**config.mk**
```make
export PLATFORM = sky130hd
export DESIGN_NAME = sd_scanline_dimmer
export DESIGN_NICKNAME = d
export VERILOG_FILES = /design/src/video_pkg.sv /design/src/scanline_pkg.sv /design/src/sd_scanline_dimmer.sv
export SDC_FILE = /design/constraint.sdc
export NUM_CORES = 1
export LEC_CHECK = 0
export ABC_AREA = 1
export BUFFER_PORTS_ARGS = -buffer_cell sky130_fd_sc_hd__buf_2
export CAP_MARGIN = 20
export CORE_ASPECT_RATIO = 0.9
export CORE_MARGIN = 2
export CORE_UTILIZATION = 47
export DETAILED_ROUTE_END_ITERATION = 16
export PLACE_DENSITY = 0.88
export SKIP_CTS_REPAIR_TIMING = 1
export SLEW_MARGIN = 20
export SYNTH_ARGS = -nofsm -noshare
export SYNTH_HDL_FRONTEND = slang
export SYNTH_SLANG_ARGS = --single-unit
```
**constraint.sdc**
```tcl
create_clock -name clk_sys -period 1.08 [get_ports clk_sys]
set_input_delay 0.108 -clock clk_sys [delete_from_list [all_inputs] [get_ports clk_sys]]
set_output_delay 0.108 -clock clk_sys [all_outputs]
set_load 0.01 [all_outputs]
```
**src/video_pkg.sv**
```systemverilog
// video geometry and pixel format constants
// shared by the input capture, line buffer, output timing and dimmer
`default_nettype none

package video_pkg;

	// ============================================================
	// pixel format
	// ============================================================

	// bits per colour channel coming from the shifter
	localparam int color_width = 6;

	// one buffer word holds r, g and b side by side, r on top
	localparam int pixel_width = 3 * color_width;

	// ============================================================
	// line geometry
	// ============================================================

	// horizontal position counter, up to 1024 positions per line
	localparam int hpos_width = 10;

	// picks one of the two buffered lines
	localparam int line_sel_width = 1;

	// buffer address is line select on top of the position
	localparam int buf_addr_width = line_sel_width + hpos_width;

	// divider for one input pixel every four clk_sys cycles
	localparam int ce_div_width = 2;

endpackage

`default_nettype wire

```
**src/scanline_pkg.sv**
```systemverilog
// scanline mode codes
// channel dimming function used on every second output line
`default_nettype none

package scanline_pkg;

	import video_pkg::*;

	// modes as seen on the scanlines input
	localparam logic [1:0] sl_none = 2'd0;
	localparam logic [1:0] sl_25   = 2'd1;
	localparam logic [1:0] sl_50   = 2'd2;
	localparam logic [1:0] sl_75   = 2'd3;

	// only the top bits of a channel survive dimming
	localparam int dim_keep_bits = 4;

	// 25% is 1/2 + 1/4, 50% is 1/2, 75% is 1/4 of the value
	function automatic logic [color_width-1:0] dim_channel(
		input logic [color_width-1:0] value,
		input logic [1:0]             mode
	);
		logic [color_width-1:0] t;
		t = {{(color_width - dim_keep_bits){1'b0}}, value[color_width-1 -: dim_keep_bits]};
		case (mode)
			sl_25:   dim_channel = (t << 1) + t;
			sl_50:   dim_channel = t << 1;
			sl_75:   dim_channel = t;
			default: dim_channel = value;
		endcase
	endfunction

endpackage

`default_nettype wire

```
**src/sd_scanline_dimmer.sv**
```systemverilog
// output side of the scan doubler
// scanline parity per frame, dimming and output registers
`timescale 1ns/10ps
`default_nettype none

module sd_scanline_dimmer
	import video_pkg::*;
	import scanline_pkg::*;
(
	input  logic                   clk_sys,
	input  logic                   arst_n,
	input  logic                   ce_x2,
	input  logic [1:0]             scanlines,
	input  logic                   hs_sd,
	input  logic                   vs_in,
	input  logic [pixel_width-1:0] rd_data,
	output logic                   hs_out,
	output logic                   vs_out,
	output logic [color_width-1:0] r_out,
	output logic [color_width-1:0] g_out,
	output logic [color_width-1:0] b_out
);

	logic [color_width-1:0] rd_r;
	logic [color_width-1:0] rd_g;
	logic [color_width-1:0] rd_b;
	logic                   scanline;
	logic [1:0]             mode;

	// unpack buffer word, r in the top bits
	assign rd_r = rd_data[3*color_width-1 -: color_width];
	assign rd_g = rd_data[2*color_width-1 -: color_width];
	assign rd_b = rd_data[color_width-1 -: color_width];

	// flag set marks an even line of the frame, those pass straight through
	assign mode = scanline ? sl_none : scanlines;

	// ============================================================
	// output registers
	// ============================================================

	always_ff @(posedge clk_sys or negedge arst_n) begin
		if (!arst_n) begin
			hs_out   <= 1'b0;
			vs_out   <= 1'b0;
			r_out    <= '0;
			g_out    <= '0;
			b_out    <= '0;
			scanline <= 1'b0;
		end else if (ce_x2) begin
			// one more register stage keeps the outputs glitch free
			hs_out <= hs_sd;
			vs_out <= vs_in;
			// a new frame clears the flag so the next line start begins line 0
			if (vs_out != vs_in) begin
				scanline <= 1'b0;
			end
			// parity flips at each output line start
			if (hs_out && !hs_sd) begin
				scanline <= ~scanline;
			end
			r_out <= dim_channel(rd_r, mode);
			g_out <= dim_channel(rd_g, mode);
			b_out <= dim_channel(rd_b, mode);
		end
	end

endmodule

`default_nettype wire

```
# Yosys cells after proc, flatten, opt, wreduce, memory -nomap -nowiden
# Cells that the tools add are included.
dict set report word_totals {
  regBits 21
  latch_bits 0
  ram_bits 0
  mem_bits_ro 0
  inputBits 25
  output_inout_bits 20
  wordCells 24
  n_memories 0
}
dict set report classes {
  n_addsub 3
  mul 0
  div_mod_pow 0
  n_lt_le_gt_ge 0
  n_eq_ne 4
  n_shift 0
  n_mux 6
  bitwise_logic 1
  reduce_logical 4
}
# op count
set ops {}
lappend ops {{$pmux W6 S3} 3}
lappend ops {{$add A5 B4 Y6} 3}
lappend ops {{$eq A2 B2 Y1 const B} 2}
lappend ops {{$eq A2 B1 Y1 const B} 1}
lappend ops {{$mux W1} 2}
lappend ops {{$mux W2} 1}
lappend ops {{$reduce_and A2 Y1} 1}
lappend ops {{$reduce_bool A2 Y1} 1}
lappend ops {{$logic_and A1 B1 Y1} 1}
lappend ops {{$logic_not A1 Y1} 1}
lappend ops {{$ne A1 B1 Y1} 1}
lappend ops {{$not A1 Y1} 1}

# Depth between registers and ports, before layout
# Gate-level depths: netlist (run 1).
dict set report depth {
  word_depth 4
  ltp_mapped 8
  depth_no_buf 8
}

# Least setup slack after synthesis (run 1)
# OpenSTA, ideal clock, no wires.
dict set report synth_timing {
  path_kind {register -> register}
  startpoint {reg scanline}
  endpoint {reg b_out[3]}
  setup_time_ns 0.117
  arrival_time_ns 1.033
  slack_ns -0.070
  path_stages_with_launch 8
  period_less_slack_ns 1.150
  path_cell_list {dfrtp_1 inv_2 o21ai_2 buf_2 a21oi_1 o211ai_1 nand2_1 nand2_1}
}
dict set report synth_between {
  elab_chain_len 3
}
# element line
set synth_lines {}
lappend synth_lines {{start, declared} sd_scanline_dimmer.sv:27} ;# logic scanline;
lappend synth_lines {{start signal, assigned} sd_scanline_dimmer.sv:60} ;# scanline <= ~scanline;
lappend synth_lines {{$mux W2 (*)} sd_scanline_dimmer.sv:36} ;# assign mode = scanline ? sl_none : scanlines;
lappend synth_lines {{$eq A2 B2 Y1 / $eq A2 B1 Y1 (equally long branches)} scanline_pkg.sv:25} ;# case (mode)
lappend synth_lines {{$pmux W6 S3 (*)} scanline_pkg.sv:25}
lappend synth_lines {{end signal, assigned} sd_scanline_dimmer.sv:64} ;# b_out <= dim_channel(rd_b, mode);
lappend synth_lines {{end, declared} sd_scanline_dimmer.sv:21} ;# output logic [color_width-1:0] b_out
# Mark *: on every way between the ends. The rest lies on a longest branch, timed or not.
# A chain may end at the register's enable or synchronous reset.

# Worst setup path in the final report (run 1)
dict set report layout_timing {
  startpoint {reg scanline}
  endpoint {reg g_out[2]}
}
dict set report layout_between {
  elab_chain_len 3
}
# element line
set layout_lines {}
lappend layout_lines {{$mux W2 (*)} sd_scanline_dimmer.sv:36}
lappend layout_lines {{$eq A2 B2 Y1 / $eq A2 B1 Y1 (equally long branches)} scanline_pkg.sv:25}
lappend layout_lines {{$pmux W6 S3 (*)} scanline_pkg.sv:25}
lappend layout_lines {{end signal, assigned} sd_scanline_dimmer.sv:63} ;# g_out <= dim_channel(rd_g, mode);
lappend layout_lines {{end, declared} sd_scanline_dimmer.sv:20} ;# output logic [color_width-1:0] g_out,
# Marked as above.

==> results of run 1 <==
==> metrics by stage <==
stage	util [%]	hold WS [ns]	instances	total power, mW
6_report	71.57	0.06362	335	3.411
5_1_grt	71.57	0.07737	335	3.620
4_1_cts	68.30	-0.2051	332	3.211
3_5_place_dp	66.83	0.08385	328	2.697
3_3_place_gp	66.83	0.07900	328	2.636
2_1_floorplan	-	-0.1876	220	2.016
==> cells by family (layout without fill, tap and decap cells) <==
kind of cell | after synthesis | after routing | share of synthesized area [%]
AOI/OAI and AO/OA | 32 | 32 | 11.39
adders and majority gates | 15 | 15 | 13.29
xor gates and xnor gates | 4 | 4 | 2.215
buffers and inverters | 33 | 104 | 7.990
DFF | 21 | 21 | 33.23
and+or+nand+nor | 115 | 117 | 31.88
==> layout make-up <==
| cell class | count | area share, % |
|---|---|---|
| Tap cell | 42 | 2.340 |
| Inverter | 27 | 4.513 |
| Sequential cell | 21 | 23.40 |
| Clock buffer | 3 | 1.838 |
| Timing Repair Buffer | 73 | 20.67 |
| Clock inverter | 1 | 0.2228 |
| Multi-Input combinational cell | 168 | 47.02 |
==> metal layers <==
metal	track usage (%)	vias to the layer above	routed length [µm]
met5	0	-	0
met4	3.571	0	55
met1	30.65	821	1803
met2	41.83	106	2395
met3	3.612	12	484
li1	-	848	-
==> power by group through the flow <==
| stage | clock (mW) | sequential (mW) | combinational [mW] |
|---|---|---|---|
| floorplan | 0 | 1.21 | 0.806 |
| global placement | 0 | 1.11 | 1.52 |
| detailed placement | 0 | 1.11 | 1.58 |
| CTS | 0.524 | 1.10 | 1.58 |
| global route | 0.552 | 1.13 | 1.94 |
| finish | 0.520 | 1.11 | 1.78 |
==> synthesized netlist by cell type <==
cell type	instances	area (µm²)
nand4_1	9	56.30
o211ai_1	3	22.52
inv_2	3	11.26
nor2_1	12	45.04
xnor2_1	4	35.03
fa_1	3	60.06
inv_1	24	90.09
nand2_4	2	22.52
clkbuf_1	4	15.01
ha_1	12	150.1
a21oi_1	18	90.09
nand2_2	1	6.260
a31oi_1	4	25.02
o21ai_2	2	17.52
nand3_1	6	30.03
o21ai_0	5	25.02
nand2_1	81	304.0
nor2_2	1	6.260
buf_2	2	10.01
nor2_4	3	33.78
dfrtp_1	21	525.5
==> how the worst min path moves through the flow <==
stage          slack, ns   start       end
2_1_floorplan      -0.19  arst_n  b_out[0]
3_3_place_gp        0.08  arst_n  r_out[2]
3_5_place_dp        0.08  arst_n  r_out[0]
4_1_cts            -0.21  arst_n  r_out[0]
5_1_grt             0.08   vs_in    vs_out
6_report            0.06   vs_in    vs_out
==> worst max-delay path: stages (launching register included) <==
cell	delay, ns
dfrtp_1	0.40
inv_2	0.13
buf_6	0.12
nand2_4	0.05
nor2_4	0.18
nand2_1	0.07
nand4_1	0.09
nand2_1	0.08
nand2_1	0.08
==> sequential cells by signal, summed over array words and instances, names as in the netlist <==
signal,count
b_out,6
g_out,6
hs_out,1
r_out,6
scanline,1
vs_out,1
==> cell usage in the layout, fill, tap and decap left out, types with 4 or more instances in the layout <==
cell,instances
a21oi_1,11
a21oi_2,5
a31oi_1,4
buf_2,44
buf_4,24
dfrtp_1,21
ha_1,9
inv_1,21
inv_2,6
nand2_1,79
nand4_1,9
nor2_1,12
nor2_4,5
o21ai_0,4
xnor2_1,4
==> metrics.md, run 1 <==
| Metric | Value |
|---|---|
| Detail Route Antenna Nets | `0` |
| Core Box Area | `3138 µm²` |
| I/O Buffers | `44` |
| Crit Reg-Reg Endpoint | `g_out[2]` |
| Post-Syn Instances | `220` |
| Maximum VDD drop | `1.243 mV` |
| Final nets | `334` |
| Tmin final | `1.253 ns` |
| Sw Share | `41.53%` |
| Synth Cell Area | `1582 µm²` |
| Post-layout instance area | `2246 µm²` |
| Number of global-route vias before repair | `1,650` |
| Placed Area | `2097 µm²` |
| Setup slack after placement | `-0.2835 ns` |
| Worst-margin pin slew | `0.4642 ns` |
| IO Count | `45` |
| Crit path kind | `flop to flop` |
| Yosys warning count | `0` |
| DP Wirelength | `3.378 mm` |
| WL final | `4.739 mm` |
| Netlist cell types | `21` |
| RSZ-0062 raised after global routing | `true` |
| Register-to-register path setup slack | `-0.17 ns` |
| Final Skew | `0.01069 ns` |
| GRT overflow | `0` |
| CP arrival | `1.46 ns` |
| Fill cells | `257` |
| #FFs+latches synth | `21` |
| Clock power frac | `15.2%` |
| DR pass1 iterations | `4` |
| Maximum clock frequency | `798.4 MHz` |
| Max clock buf depth | `2` |
| Min-Delay Path Class | `input port to flop` |
| Layout cells sized above 1 | `36.86%` |
| DR WL/cell | `14.15 µm` |
| DR vias | `1,787` |
| CTS tree | `yes` |
| Die Y | `59.03 µm` |
| Required time of the worst setup path | `1.29 ns` |
| Combinational fraction of design power | `52.3%` |
| Total track usage | `23.27%` |
| Multi-input gate area | `1056 µm²` |
| Crit path to | `g_out[2]` |
| Failing checks | `negative setup slack` |
| Setup crit end kind | `flop` |
| P&R area growth vs syn | `42.01%` |
| Largest net degree at the start of global routing | `22` |
| FF-to-FF Start | `scanline` |
| Status | `finished, violations left` |
| CTS Buf Count | `3` |
| Pins Over Slew Limit | `0` |
| Sequential fraction of the synthesis area | `33.23%` |
| 1st-iter DRT viols | `125` |
| Via-per-instance ratio | `5.334` |
| Final setup margin | `-0.1725 ns` |
| CP Max Fanout | `6` |
| R2R cell count | `8` |
| Hold Path Depth | `3` |
| Clk_lat worst skew | `0.26 ns` |
| Internal power | `1.994 mW` |
| Switch Pwr | `1.417 mW` |
| Setup TNS | `-1.935 ns` |
| Die X | `65.15 µm` |
| Initial antenna violation count | `0` |
| LEAKAGE | `1.161 nW` |
| Syn Area/Cell | `7.189 µm²` |
| Clock Sink Count | `21` |
| Die Area | `3846 µm²` |
| Critical Path Start Type | `flop` |
| Diode count | `0` |
| Pwr Density | `1519 nW/µm²` |
| Finish-stage setup viols | `15` |
| FF+latch area | `525.5 µm²` |
| # Max-Cap Violations | `0` |
| Reg power frac | `32.5%` |
| # DRC | `0` |
| Starting Density | `50.40%` |
| Mapped Nets | `260` |
| Root Driver | `clkbuf_8` |
| First-pass GRT wire length | `7.031 mm` |
| Rel. slew slack | `69.06%` |
| Fin. Hold Viols | `0` |
| Rows | `19` |
| Worst-path clk slew | `0.08 ns` |
| Max H-tree Level | `1` |
| Final Wtd Congestion | `0.8664` |
| CP startpoint | `scanline` |
| Tcrit/Tclk final | `116.0%` |
Note: power is estimated with default switching activity, not from simulation.
==> run 2: changes to the inputs <==
- ABC_AREA: 1 -> unset
==> metrics.md, run 2 <==
| Metric | Value |
|---|---|
| Status | `finished, violations left (unchanged)` |
| Failing checks | `negative setup slack (unchanged)` |
| Top Registers | `b_out (6), g_out (6), r_out (6) (unchanged)` |
| Required time of the worst setup path | `1.25 ns (was 1.29 ns)` |
| Most frequent cells in the layout | `buf_2, buf_4, dfrtp_1, inv_1, nor2_1 (was nand2_1, buf_2, buf_4, inv_1, dfrtp_1)` |
| Pwr Density | `1158 nW/µm² (was 1519 nW/µm²)` |
| Netlist cell types | `32 (was 21)` |
| Post-layout instance area | `2385 µm² (was 2246 µm²)` |
| Die Y | `59.51 µm (was 59.03 µm)` |
| Maximum clock frequency | `779.9 MHz (was 798.4 MHz)` |
| Max H-tree Level | `1 (unchanged)` |
| Via-per-instance ratio | `5.526 (was 5.334)` |
| Die Area | `3908 µm² (was 3846 µm²)` |
| Post-synth EDFFs | `0 (unchanged)` |
| Worst hold path startpoint | `hs_sd (was vs_in)` |
| Clk_lat worst skew | `0.26 ns (about the same)` |
| Final nets | `290 (was 334)` |
| #FFs+latches synth | `21 (unchanged)` |
| Diode count | `0 (unchanged)` |
| Worst-margin pin slew | `0.5023 ns (was 0.4642 ns)` |
| Max clock buf depth | `2 (unchanged)` |
| FF-to-FF Start | `scanline (unchanged)` |
| Finish-stage setup viols | `18 (was 15)` |
| Setup TNS | `-2.051 ns (was -1.935 ns)` |
| DP Wirelength | `3.266 mm (was 3.378 mm)` |
| Crit path kind | `flop to flop (unchanged)` |
| LEAKAGE | `1.077 nW (was 1.161 nW)` |
| Post-synth top area share | `32.66% (was 33.23%)` |
| Worst-path clk slew | `0.07 ns (was 0.08 ns)` |
| CP peak stage delay | `0.46 ns (was 0.40 ns)` |
| CTS Buf Count | `3 (unchanged)` |
| Min-Delay Path Class | `input port to flop (unchanged)` |
| Worst path bufs/invs | `1 (was 2)` |
| P&R area growth vs syn | `48.21% (was 42.01%)` |
| Top post-synthesis cells by area | `dfrtp_1, ha_1, mux2_2 (was dfrtp_1, nand2_1, ha_1)` |
| FF+latch area | `526.8 µm² (was 525.5 µm²)` |
| Root Driver | `clkbuf_8 (unchanged)` |
| WL final | `4.609 mm (was 4.739 mm)` |
| Largest net degree at the start of global routing | `22 (unchanged)` |
| Die X | `65.68 µm (was 65.15 µm)` |
| 1st-iter DRT viols | `81 (was 125)` |
| CP Max Fanout | `6 (unchanged)` |
| Fin. Hold Viols | `0 (unchanged)` |
| I/O Buffers | `44 (unchanged)` |
| Maximum VDD drop | `0.4915 mV (was 1.243 mV)` |
| Placed Area | `2216 µm² (was 2097 µm²)` |
| Tcrit/Tclk final | `118.7% (was 116.0%)` |
| Slowest cell on crit path | `dfrtp_2 (was dfrtp_1)` |
| Final Skew | `0.005792 ns (was 0.01069 ns)` |
| Final setup margin | `-0.2022 ns (was -0.1725 ns)` |
| Fill cells | `241 (was 257)` |
| Syn Area/Cell | `9.142 µm² (was 7.189 µm²)` |
| Layout cells sized above 1 | `51.81% (was 36.86%)` |
| CP arrival | `1.45 ns (was 1.46 ns)` |
| Multi-input gate area | `1125 µm² (was 1056 µm²)` |
| Register-to-register path setup slack | `-0.20 ns (was -0.17 ns)` |
| Most frequent cell after synthesis | `dfrtp_1 (was nand2_1)` |
| CTS tree | `yes (unchanged)` |
| R2R cell count | `4 (was 8)` |
| Largest family of logic cells by synthesized area | `compound AO/OA/AOI/OAI gates (was simple AND/OR/NAND/NOR gates)` |
| Sequential fraction of the synthesis area | `32.66% (was 33.23%)` |
| DR pass1 iterations | `4 (unchanged)` |
| DR WL/cell | `15.73 µm (was 14.15 µm)` |
| XOR/XNOR Fraction of Synth Area | `3.810% (was 2.215%)` |
| Tmin final | `1.282 ns (was 1.253 ns)` |
| GRT overflow | `0 (unchanged)` |
| CP cell instances | `buf_4 > nor2_1 > o21ai_0 > o22ai_1 (was inv_2 > buf_6 > nand2_4 > nor2_4 > nand2_1 > nand4_1 > nand2_1 > nand2_1)` |
| Async SR Flop Fraction | `100.0% (unchanged)` |
| DR vias | `1,619 (was 1,787)` |
| Synth Area in Adders | `13.06% (was 13.29%)` |
| Mux cell area share after synthesis | `5.599% (was 0%)` |
| Mapped Nets | `216 (was 260)` |
| Yosys top cell by area | `dfrtp_1 (unchanged)` |
| Core Box Area | `3328 µm² (was 3138 µm²)` |
| # Max-Cap Violations | `0 (unchanged)` |
| Critical Path Start Type | `flop (unchanged)` |
| Pins Over Slew Limit | `0 (unchanged)` |
| Hold Path Depth | `2 (was 3)` |
| Simple-Gate Fraction of Synth Area | `12.83% (was 31.88%)` |
| Synth cell count leaders | `dfrtp_1, inv_1, ha_1, nor2_1, a21oi_1 (was nand2_1, inv_1, dfrtp_1, a21oi_1)` |
| Initial antenna violation count | `0 (unchanged)` |
| First-pass GRT wire length | `6.906 mm (was 7.031 mm)` |
| Tot Pwr | `2.761 mW (was 3.411 mW)` |
| IO Count | `45 (unchanged)` |
| Post-Syn Instances | `176 (was 220)` |
| Rows | `20 (was 19)` |
| Most common cell after layout, fill and taps aside | `buf_2 (was nand2_1)` |
| Synth Cell Area | `1609 µm² (was 1582 µm²)` |
| Crit Reg-Reg Endpoint | `r_out[3] (was g_out[2])` |
| Detail Route Antenna Nets | `0 (unchanged)` |
| Rel. slew slack | `66.51% (was 69.06%)` |
| Yosys warning count | `0 (unchanged)` |
| Hold_ws | `0.1022 ns (was 0.06362 ns)` |
| WHS Endpoint | `hs_out (was vs_out)` |
| Top FF cell, synth | `dfrtp_1 (unchanged)` |
| RSZ-0062 raised after global routing | `true (unchanged)` |
| Setup crit end kind | `flop (unchanged)` |
| Clock Sink Count | `21 (unchanged)` |
| Compound-Gate Fraction of Synth Area | `23.56% (was 11.39%)` |
| CP delay by family, top | `flip-flops (was simple AND/OR/NAND/NOR gates)` |
| Total track usage | `22.96% (was 23.27%)` |
| Starting Density | `48.35% (was 50.40%)` |
| Final Wtd Congestion | `0.8645 (was 0.8664)` |
| # DRC | `0 (unchanged)` |
| Number of global-route vias before repair | `1,515 (was 1,650)` |
[run 2: changes by cell type after synthesis, moves of 4 or more]
cell,change
a21oi_1,-8
mux2_2,+8
a31oi_1,-4
nor2b_1,+7
nand4_1,-9
inv_1,-6
nand2_1,-72
a2bb2oi_1,+6
a22oi_1,+9
nor3_1,+6
o21a_1,+6
[run 2: power by group]
| group | switching, mW | leakage, nW | internal, mW |
|---|---|---|---|
| combinational | 0.615 | 0.808 | 0.611 |
| sequential | 0.0904 | 0.247 | 0.921 |
| clock | 0.260 | 0.0228 | 0.263 |
[run 2: worst reg2reg max path: cells and delay by family, from the launching register on]
| family | cells | cell delay [ns] |
|---|---|---|
| flops | 1 | 0.46 |
| compound gates | 2 | 0.32 |
| simple gates | 1 | 0.25 |
| buf+inv | 1 | 0.17 |
[run 2: how the worst max path moves through the flow]
stage / start / end / slack, ns / depth (start not counted)
6_report: scanline / r_out[3] / -0.20 / 4
5_1_grt: scanline / b_out[3] / -0.24 / 4
4_1_cts: scanline / r_out[5] / -0.27 / 3
3_5_place_dp: rd_data[15] / r_out[4] / -0.41 / 7
2_1_floorplan: rd_data[2] / b_out[2] / -0.14 / 6
3_3_place_gp: rd_data[15] / r_out[4] / -0.37 / 7
[run 2: final cells by class]
cell class / count / share of cell area, %
Sequential cell: 21 / 22.09
Tap cell: 44 / 2.308
Clock buffer: 4 / 1.889
Inverter: 18 / 3.305
Timing Repair Buffer: 81 / 23.24
Multi-Input combinational cell: 125 / 47.17
[run 2: per-stage QoR]
step | setup slack (ns) | instances | util, %
global placement | -0.3717 | 286 | 66.58
finish | -0.2022 | 293 | 71.65
global route | -0.2398 | 293 | 71.65
floorplan | -0.1440 | 176 | -
detailed placement | -0.4077 | 286 | 66.58
CTS | -0.2663 | 290 | 67.93
[run 2: kinds of logic (layout without fill, tap and decap cells)]
family | Yosys count | after routing
AO/OA/AOI/OAI | 55 | 55
multiplexers | 8 | 8
flip-flops | 21 | 21
buffers and inverters | 30 | 103
adder cells (fa/ha/maj) | 15 | 15
XOR/XNOR | 7 | 7
AND/OR/NAND/NOR | 40 | 40
[run 2: per-layer routing]
| layer | GRT usage (%) | routed length (µm) | share of wire [%] |
|---|---|---|---|
| met3 | 3.992 | 230 | 5.0 |
| met2 | 41.70 | 2331 | 51 |
| met5 | 0 | 0 | 0 |
| met1 | 28.04 | 1942 | 42 |
| met4 | 6.250 | 104 | 2.3 |
==> run 3: changes to the inputs <==
- CORE_MARGIN: 2 -> unset
- clock period: 1.08 -> 1.05 ns (I/O delays scaled with it)
==> metrics.md, run 3 (synthesized netlist as in run 2, its figures left out) <==
| Metric | Value |
|---|---|
| Initial antenna violation count | `0 (unchanged)` |
| Hold_ws | `0.08489 ns (was 0.1022 ns)` |
| Met1 Resource Use GR | `31.33% (was 28.04%)` |
| CTS tree | `yes (unchanged)` |
| Max clock buf depth | `2 (unchanged)` |
| Fin cells | `293 (unchanged)` |
| Most common cell after layout, fill and taps aside | `buf_2 (unchanged)` |
| Setup crit end kind | `flop (unchanged)` |
| Busiest metal layer after global routing | `met2 (unchanged)` |
| Maximum clock frequency | `769.4 MHz (was 779.9 MHz)` |
| LEAKAGE | `1.101 nW (was 1.077 nW)` |
| Tot Pwr | `2.915 mW (was 2.761 mW)` |
| Largest net degree at the start of global routing | `22 (unchanged)` |
| RSZ-0062 raised after global routing | `true (unchanged)` |
| Met2 usage | `48.48% (was 41.70%)` |
| Root Driver | `clkbuf_8 (unchanged)` |
| DR vias | `1,588 (was 1,619)` |
| Final Wtd Congestion | `0.8921 (was 0.8645)` |
| Die Y | `57.51 µm (was 59.51 µm)` |
| WL final | `4.682 mm (was 4.609 mm)` |
| Total track usage | `26.54% (was 22.96%)` |
| CP arrival | `1.49 ns (was 1.45 ns)` |
| Rel. slew slack | `67.41% (was 66.51%)` |
| # Max-Cap Violations | `0 (unchanged)` |
| Pins Over Slew Limit | `0 (unchanged)` |
| CP Max Fanout | `6 (unchanged)` |
| Final Skew | `0.007441 ns (was 0.005792 ns)` |
| Crit path kind | `flop to flop (unchanged)` |
| Layout cells sized above 1 | `53.39% (was 51.81%)` |
| Worst-margin pin slew | `0.4888 ns (was 0.5023 ns)` |
| GRT overflow | `0 (unchanged)` |
| Utilization after layout | `76.06% (was 71.65%)` |
| Rows | `19 (was 20)` |
| Number of global-route vias before repair | `1,714 (was 1,515)` |
| Die X | `63.68 µm (was 65.68 µm)` |
| FF+latch area | `526.8 µm² (unchanged)` |
| Pwr Density | `1212 nW/µm² (was 1158 nW/µm²)` |
| Worst-path clk slew | `0.09 ns (was 0.07 ns)` |
| Tcrit/Tclk final | `123.8% (was 118.7%)` |
| Max H-tree Level | `1 (unchanged)` |
| Fill cells | `226 (was 241)` |
| Maximum VDD drop | `0.9589 mV (was 0.4915 mV)` |
| P&R area growth vs syn | `49.46% (was 48.21%)` |
| I/O Buffers | `44 (unchanged)` |
| CTS Buf Count | `3 (unchanged)` |
| Core Box Area | `3162 µm² (was 3328 µm²)` |
| Final nets | `292 (was 290)` |
| Met3 Use GR | `5.000% (was 3.992%)` |
| Min-Delay Path Class | `input port to flop (unchanged)` |
| DP Wirelength | `3.379 mm (was 3.266 mm)` |
| # DRC | `0 (unchanged)` |
| Starting Density | `50.89% (was 48.35%)` |
| Post-placement cell count | `286 (unchanged)` |
| Failing checks | `negative setup slack (unchanged)` |
| Fin. Hold Viols | `0 (unchanged)` |
| Diode count | `0 (unchanged)` |
| Placed Area | `2228 µm² (was 2216 µm²)` |
| Tmin final | `1.300 ns (was 1.282 ns)` |
| Detail Route Antenna Nets | `0 (unchanged)` |
| Multi-input gate area | `1139 µm² (was 1125 µm²)` |
| Finish-stage setup viols | `19 (was 18)` |
| Post-layout instance area | `2405 µm² (was 2385 µm²)` |
| DR WL/cell | `15.98 µm (was 15.73 µm)` |
| Clock Sink Count | `21 (unchanged)` |
| Most frequent cells in the layout | `buf_2, buf_4, dfrtp_1, inv_1, nor2_1 (unchanged)` |
| Required time of the worst setup path | `1.24 ns (was 1.25 ns)` |
| Status | `finished, violations left (unchanged)` |
| Clk_lat worst skew | `0.27 ns (was 0.26 ns)` |
| IO Count | `45 (unchanged)` |
| Final setup margin | `-0.2498 ns (was -0.2022 ns)` |
| First-pass GRT wire length | `7.534 mm (was 6.906 mm)` |
| Setup slack after placement | `-0.4874 ns (was -0.4077 ns)` |
| Setup TNS | `-3.273 ns (was -2.051 ns)` |
| Die Area | `3662 µm² (was 3908 µm²)` |
| 1st-iter DRT viols | `63 (was 81)` |
| Critical Path Start Type | `flop (unchanged)` |
| Top Registers | `b_out (6), g_out (6), r_out (6) (unchanged)` |
| DR pass1 iterations | `4 (unchanged)` |
| Via-per-instance ratio | `5.420 (was 5.526)` |
run 3: per-layer routing:
metal,vias to the layer above,wire (µm)
met4,0,34
met3,4,198
met1,763,2000
met5,-,0
met2,51,2448
li1,770,-
run 3: path summary, 6_finish.rpt:
check                           startpoint        to  slack [ns]  cells after the start
worst max-delay path              scanline  b_out[5]       -0.25                      3
worst max register to register    scanline  b_out[5]       -0.25                      3
max in group asynchronous           arst_n  scanline        0.36                      2
worst min-delay path                 hs_sd    hs_out        0.08                      2
worst min register to register    b_out[1]  b_out[1]        0.48                      1
min in group asynchronous           arst_n  g_out[3]        0.34                      2
run 3: layout make-up:
class	instances	area share, %
multi-input combinational	125	47.35
inverter	18	3.278
clock inverter	1	0.2081
tap	42	2.185
clock buffer	3	1.717
sequential	21	21.90
timing repair buffer	83	23.36
run 3: worst max-delay path, stage by stage (launching register included):
cell and delay [ns]:
dfrtp_2 0.46, or3b_4 0.46, a2bb2oi_2 0.16, a21oi_2 0.14
run 3: report_power, final:
group          switching [mW]  internal, mW
sequential             0.0926         0.947
combinational           0.659         0.666
clock                   0.285         0.265
